<file path="src/design/sdram_pkg.sv">
package sdram_pkg;

//////////////////////////////
// Avalon-MM read port widths
//////////////////////////////

// Word address, one unit per 128-bit word
localparam int SDRAM_AW = 24;

// Read data width
localparam int SDRAM_W = 128;

//////////////////////////////
// Port types
//////////////////////////////

// Word address as seen on o_sdram_address
typedef logic [SDRAM_AW - 1 : 0] sdram_addr_t;

// One full read word, eight 16-bit lanes packed low to high
typedef logic [SDRAM_W - 1 : 0] sdram_word_t;

endpackage

</file>
<file path="src/design/eu_pkg.sv">
package eu_pkg;

//////////////////////////////
// Execution group sizing
//////////////////////////////

// Sub-units per group
localparam int STMM_SUB_NUM = 4;

// Lanes per operand word and their width
localparam int LANES  = 8;
localparam int LANE_W = 16;

// 32-bit product plus 3 bits of growth for eight terms
localparam int ACC_W = 35;

// Execute pipeline depth, strobe to done
localparam int EXEC_LAT = 3;

//////////////////////////////
// Types
//////////////////////////////

// Bit k selects sub-unit k
typedef logic [STMM_SUB_NUM - 1 : 0] sub_mask_t;
typedef logic [$clog2(STMM_SUB_NUM) - 1 : 0] sub_idx_t;

typedef logic signed [LANE_W - 1 : 0] lane_t;
typedef logic signed [ACC_W - 1 : 0] acc_t;

// Fetch engine states
typedef enum logic [2 : 0] {
    FETCH_IDLE,
    FETCH_SCAN,
    FETCH_REQ,
    FETCH_WAIT,
    FETCH_DONE
} fetch_state_t;

endpackage

</file>
<file path="src/design/stmm_fetch.sv">
`timescale 1ns/10ps

module stmm_fetch (
    input  logic                   clk,
    input  logic                   i_rst,

    // Control unit
    input  eu_pkg::sub_mask_t      i_fetch,
    input  logic                   i_fetch_valid,
    input  sdram_pkg::sdram_addr_t i_fetch_addr,

    // Avalon-MM read master
    output sdram_pkg::sdram_addr_t o_sdram_address,
    output logic                   o_sdram_read,
    input  logic                   i_sdram_waitrequest,
    input  sdram_pkg::sdram_word_t i_sdram_readdata,
    input  logic                   i_sdram_readdatavalid,

    // Operand loads towards the sub-units
    output logic                   o_load_a,
    output logic                   o_load_b,
    output eu_pkg::sub_idx_t       o_load_idx,
    output sdram_pkg::sdram_word_t o_load_data,

    // Status
    output logic                   o_fetch_busy,
    output logic                   o_fetch_done
);

eu_pkg::fetch_state_t   state;
eu_pkg::sub_mask_t      mask_q;
sdram_pkg::sdram_addr_t base_q;
sdram_pkg::sdram_addr_t addr_q;
eu_pkg::sub_idx_t       cur_idx;
logic                   sel_b;

eu_pkg::sub_idx_t       scan_idx;
logic                   word_back;

//////////////////////////////
// Next sub-unit to serve
//////////////////////////////

// Lowest set bit wins, so sub-units are served in rising order
always_comb begin
    scan_idx = '0;
    for (int k = eu_pkg::STMM_SUB_NUM - 1; k >= 0; k--) begin
        if (mask_q[k]) begin
            scan_idx = eu_pkg::sub_idx_t'(k);
        end
    end
end

//////////////////////////////
// Fetch FSM
//////////////////////////////

always_ff @(posedge clk) begin
    if (i_rst) begin
        state  <= eu_pkg::FETCH_IDLE;
        mask_q <= '0;
        sel_b  <= 1'b0;
    end else begin
        case (state)
            eu_pkg::FETCH_IDLE: begin
                if (i_fetch_valid) begin
                    mask_q <= i_fetch;
                    base_q <= i_fetch_addr;
                    state  <= eu_pkg::FETCH_SCAN;
                end
            end
            eu_pkg::FETCH_SCAN: begin
                if (mask_q == '0) begin
                    state <= eu_pkg::FETCH_DONE;
                end else begin
                    // A word at base + 2k, B word right after it
                    cur_idx <= scan_idx;
                    addr_q  <= base_q + sdram_pkg::sdram_addr_t'({scan_idx, 1'b0});
                    sel_b   <= 1'b0;
                    state   <= eu_pkg::FETCH_REQ;
                end
            end
            eu_pkg::FETCH_REQ: begin
                // Request held until the slave drops waitrequest
                if (!i_sdram_waitrequest) begin
                    state <= eu_pkg::FETCH_WAIT;
                end
            end
            eu_pkg::FETCH_WAIT: begin
                if (i_sdram_readdatavalid) begin
                    if (!sel_b) begin
                        sel_b  <= 1'b1;
                        addr_q <= addr_q + 1'b1;
                        state  <= eu_pkg::FETCH_REQ;
                    end else begin
                        mask_q[cur_idx] <= 1'b0;
                        state           <= eu_pkg::FETCH_SCAN;
                    end
                end
            end
            eu_pkg::FETCH_DONE: begin
                state <= eu_pkg::FETCH_IDLE;
            end
            default: begin
                state <= eu_pkg::FETCH_IDLE;
            end
        endcase
    end
end

//////////////////////////////
// Outputs
//////////////////////////////

assign o_sdram_read    = (state == eu_pkg::FETCH_REQ);
assign o_sdram_address = addr_q;

// Returned word goes straight to the selected operand register
assign word_back   = (state == eu_pkg::FETCH_WAIT) && i_sdram_readdatavalid;
assign o_load_a    = word_back && !sel_b;
assign o_load_b    = word_back && sel_b;
assign o_load_idx  = cur_idx;
assign o_load_data = i_sdram_readdata;

assign o_fetch_busy = (state != eu_pkg::FETCH_IDLE);
assign o_fetch_done = (state == eu_pkg::FETCH_DONE);

endmodule

</file>
<file path="config.mk">
export PLATFORM = sky130hd
export DESIGN_NAME = stmm_fetch
export DESIGN_NICKNAME = d
export VERILOG_FILES = /design/src/design/sdram_pkg.sv /design/src/design/eu_pkg.sv /design/src/design/stmm_fetch.sv
export SDC_FILE = /design/constraint.sdc
export NUM_CORES = 1
export LEC_CHECK = 0
export ABC_AREA = 0
export ABC_CLOCK_PERIOD_IN_PS = 4500
export BUFFER_PORTS_ARGS = -buffer_cell sky130_fd_sc_hd__buf_2
export CAP_MARGIN = 25
export CORE_MARGIN = 3
export CORE_UTILIZATION = 28
export CTS_BUF_LIST = sky130_fd_sc_hd__clkbuf_8 sky130_fd_sc_hd__clkbuf_16
export DETAILED_ROUTE_END_ITERATION = 8
export GPL_TIMING_DRIVEN = 1
export PLACE_DENSITY = 0.68
export SYNTH_ARGS = -nofsm -noshare
export SYNTH_HDL_FRONTEND = slang
export SYNTH_SLANG_ARGS = --single-unit
</file>
<file path="constraint.sdc">
create_clock -name clk -period 4.5 [get_ports clk]
set_input_delay 1.125 -clock clk [delete_from_list [all_inputs] [get_ports clk]]
set_output_delay 1.125 -clock clk [all_outputs]
set_load 0.05 [all_outputs]
</file>
After elaboration in Yosys (flattened, before gate mapping)
Cells that the tools add are included.
Widths: inputs -> output; s select.

cells by class
  add/sub/neg operators = 2
  magnitude comparators = 2
  eq/ne operators = 10
  muxes and demuxes = 23
  bitwise gates (word level) = 4
  reductions and logical operators = 16

operators with widths
  kind                   count
  $mux 24                3
  $pmux 24 s2            1
  $add 24x1->24 const B  1
  $add 24x3->24          1
  $mux 3                 4
  $mux 4                 3
  $ne 2x2->1 const B     6
  $pmux 3 s4             1
  $reduce_and 3->1       4
  $mux 2                 5
  $pmux 4 s2             1
  $eq 3x2->1 const B     2
  $reduce_and 5->1       1
  $and 4x4->4            1
  $logic_and 1x1->1      4
  $logic_not 4->1        1
  $not 4->4              1
  $reduce_and 4->1       1
  $reduce_bool 2->1      2
  $eq 3x1->1 const B     1
  $eq 3x3->1 const B     1
  $logic_not 3->1        1
  $lt 2x3->1 const B     1
  $mux 1                 3
  other kinds (6)        7

word-level totals
  register bits = 58
  logic and storage cells = 63

Logic depth before layout (Yosys ltp)
  word-level depth = 9
  gate-level depth with buffers = 10
  gate-level depth less buffers = 9

Least setup slack after synthesis
OpenSTA, ideal clock, no wires.

  path kind = in2reg
  start = input port i_rst
  end = register base_q[0], enable pin
  data arrival time = 3694 ps
  setup slack = 340 ps
  stages = 2
  path buffers = 1
  cell sequence = clkbuf_1 -> nor4_1

on the way
  cells in the longest elaborated chain, start to end = 2

ends and longest elaborated chain
  what                               RTL line          text
  start, declared                    stmm_fetch.sv:5   input logic i_rst,
  $not 1->1 (no source line)         --
  $reduce_and 3->1 (no source line)  --
  end signal, assigned               stmm_fetch.sv:68  base_q <= i_fetch_addr;
  end, declared                      stmm_fetch.sv:32  sdram_pkg::sdram_addr_t base_q;

Every way passes these cells.
A chain may end at the register's enable or synchronous reset.

Worst setup path after layout
  start = register state[0]
  end = output port o_load_a

on the way
  cells in the longest elaborated chain, start to end = 3

ends and longest elaborated chain
  what                    RTL line           text
  start, declared         stmm_fetch.sv:30   eu_pkg::fetch_state_t state;
  start signal, assigned  stmm_fetch.sv:60   state <= eu_pkg::FETCH_IDLE;
  start signal, assigned  stmm_fetch.sv:69   state <= eu_pkg::FETCH_SCAN;
  start signal, assigned  stmm_fetch.sv:74   state <= eu_pkg::FETCH_DONE;
  $eq 3x2->1              stmm_fetch.sv:119  assign word_back = (state == eu_pkg::FETCH_WAIT) && i_sdram_readdatavalid;
  $logic_and 1x1->1       stmm_fetch.sv:119
  $logic_and 1x1->1       stmm_fetch.sv:120  assign o_load_a = word_back && !sel_b;
  end, declared           stmm_fetch.sv:20   output logic o_load_a,

Every way passes these cells.

==> impl_metrics.json <==
{
  "synth_top_area_share_pct": 37.1,
  "detail-route-antenna-nets": 0,
  "cts-resized-gates": 0,
  "die_w_um": 126,
  "area_delta_synth_final_pct": -3.68,
  "cts_buffers": 9,
  "grt.met3_usage_pct": 21.3,
  "worstPathArrival_ps": 2230,
  "postLayoutSetupSlackWorst_ps": 1150,
  "synth_ff_type": "edfxtp_1",
  "min-delay-start": "mask_q[1]$_SDFFE_PP0P_",
  "tightest_slew_ps": 811,
  "hold_viol": 0,
  "maxCapViolCount": 0,
  "rsz0062_at_grt": "false",
  "fin_cells": 528,
  "diodes": 0,
  "finalMaxSlewViolations": 0,
  "dp_slack_ps": 1470,
  "critical_path.startpoint": "state[0]$_SDFFE_PP0P_",
  "async_reset_ff_share_pct": 0,
  "hold_depth": 2,
  "drt_pass1_iterations": 4,
  "cp_top_family": "simple AND/OR/NAND/NOR gates",
  "crit_required_ps": 3380,
  "core_mm2": 0.0140,
  "cp_slowest_cell": "and3b_1",
  "critPathKind": "register to primary output",
  "setup_viol": 0,
  "yosys-top-cells-area": "edfxtp_1, buf_4, xor2_1",
  "overflow": 0,
  "busiest_layer": "met2",
  "final_nets": 508,
  "slew_headroom_pct": 45.9,
  "synth-edff-count": 50,
  "total_leakage_power_nw": 1.48,
  "place.gp.congestion": 0.850,
  "vdd_ir_drop_max_uv": 209,
  "max_freq_ghz": 0.298,
  "io_pins": 320,
  "synth.distinct_cells": 37,
  "syn_nets": 570,
  "fin_skew_ps": 4.64,
  "cts_max_level": 3,
  "rr_startpoint": "state[0]$_SDFFE_PP0P_",
  "synth_area_mm2": 0.00405,
  "grt_max_degree": 25,
  "via_count": 2498,
  "cts_max_path_buffers": 2,
  "first_iter_violations": 128,
  "setup_tns_ps": 0,
  "finalInstanceArea_mm2": 0.00390,
  "clk_latency_ps": 320,
  "ys_warn_count": 0,
  "status": "completed",
  "critPathMaxStageDelay_ps": 760,
  "dieArea_mm2": 0.0159,
  "die_h_um": 126,
  "cts.sinks": 58,
  "clk_pin_slew_ps": 50,
  "dpl.hpwl_mm": 12.8,
  "hold_buffers": 0,
  "port_buffers": 63,
  "dp.cells": 512,
  "r2r.worst_path.cells": 4,
  "grtUsageMet1_pct": 14.1,
  "use_met2_pct": 26.2,
  "start_kind": "register",
  "crit_cells": 4,
  "netlist_instances": 405,
  "routed_wl_mm": 14.5,
  "path_buf_inv": 1,
  "hold_path.class": "register to register",
  "cts-root-buf": "clkbuf_16",
  "drcViolationCount": 0,
  "drive_above_1_share_pct": 24.1,
  "yosys_register_bits": 58,
  "crit_fanout": 22,
  "vias_per_cell": 4.73,
  "endpoint_kind": "primary output",
  "grt_pass1_wl_mm": 19.7,
  "path_cells": "and3b_1 -> nand2_1 -> nor2_1 -> buf_2",
  "synth_area_per_cell_um2": 10.0,
  "cts_setup_buffers": 0,
  "cellPowerDensity_mw_per_mm2": 365,
  "min_period_ps": 3350,
  "yosysSeqAreaShare_pct": 41.0,
  "wire_per_inst_um": 27.5,
  "row_count": 43,
  "cts_tree": "yes",
  "synth_area_leader_cell": "edfxtp_1",
  "start_util_pct": 28.9,
  "grt_pass1_vias": 2513,
  "antenna_found_initial": 0,
  "finalCritPeriodShare_pct": 74.5,
  "grt_usage_pct": 17.5,
  "place_area_mm2": 0.00362
}
## routing by layer
metal / part of all wire (%) / routed length [um] / vias to the layer above
li1: - / - / 1146
met1: 26 / 3830 / 1112
met2: 45 / 6510 / 217
met3: 26 / 3830 / 23
met4: 2.5 / 356 / 0
met5: 0 / 0 / -
## stage by stage
| step | power (W) | util (%) | hold WS, ps |
|---|---|---|---|
| 6_report | 0.00142 | 27.9 | 510 |
| 5_1_grt | 0.00148 | 27.9 | 534 |
| 4_1_cts | 0.00144 | 27.9 | 505 |
| 3_5_place_dp | 0.000807 | 25.9 | 499 |
| 3_3_place_gp | 0.000801 | 25.8 | 496 |
| 2_1_floorplan | 0.00106 | - | 469 |
## cell usage after synthesis (all sizes together), types with 7 or more instances
| library cell | instances |
|---|---|
| buf | 130 |
| nor2 | 16 |
| mux2i | 12 |
| xnor2 | 18 |
| nand2 | 30 |
| o21ai | 10 |
| nor3 | 11 |
| edfxtp | 50 |
| nand2b | 7 |
| nand4 | 9 |
| xor2 | 23 |
| nand3 | 19 |
| clkbuf | 9 |
| dfxtp | 8 |
| a21oi | 11 |
## path summary, 6_finish.rpt
path,end,slack (ps)
worst max-delay path,o_load_a,1150
worst min-delay path,mask_q[1]$_SDFFE_PP0P_,510
worst max register to register,o_sdram_address[22]$_DFFE_PP_,2030
worst min register to register,mask_q[1]$_SDFFE_PP0P_,510
## cells in the final DEF (no fill, tap or decap), types with 6 or more instances in the layout
master and n:
buf_2 63, edfxtp_1 50, nand2_1 30, xor2_1 23
nand3_1 19, xnor2_1 18, nor2_1 16, mux2i_1 12
nor3_1 11, a21oi_1 11, o21ai_0 10, clkbuf_16 9
nand4_1 8, dfxtp_1 8, inv_1 7, nand2b_1 7
and3_1 6
## sequential cells by signal (all words and copies together) (netlist names)
name,cells
mask_q,4
sel_b,1
o_sdram_address,24
base_q,24
state,3
o_load_idx,2
## worst register-to-register path, delay by kind of cell (launching register included)
| kind | cells | cell delay (ps) |
|---|---|---|
| AO/OA/AOI/OAI | 1 | 280 |
| AND/OR/NAND/NOR | 2 | 980 |
| buffers and inverters | 1 | 350 |
| flip-flops | 1 | 530 |
## kinds of logic after synthesis
group,count (synthesis),synth area share [%]
AOI/OAI and AO/OA,30,4.39
xor gates and xnor gates,41,8.87
adders and majority gates,4,1.42
DFF,58,41.0
buffers and inverters,144,25.4
and+or+nand+nor,116,15.9
muxes,12,2.97
## cell type report
cell class                 count  area (um^2)
clock buffer                   9          225
clock inverter                 7         52.6
fill                        1469        10100
inverter                       5         18.8
multi-input combinational    203         1370
sequential                    58         1660
tap                          180          225
timing repair buffer          66          345
## power breakdown
group          internal, W  switching (W)  total (W)
sequential        0.000620      0.0000278   0.000648
clock             0.000415       0.000211   0.000626
combinational    0.0000528      0.0000958   0.000149
No activity file was read; power rests on OpenSTA's default activity.
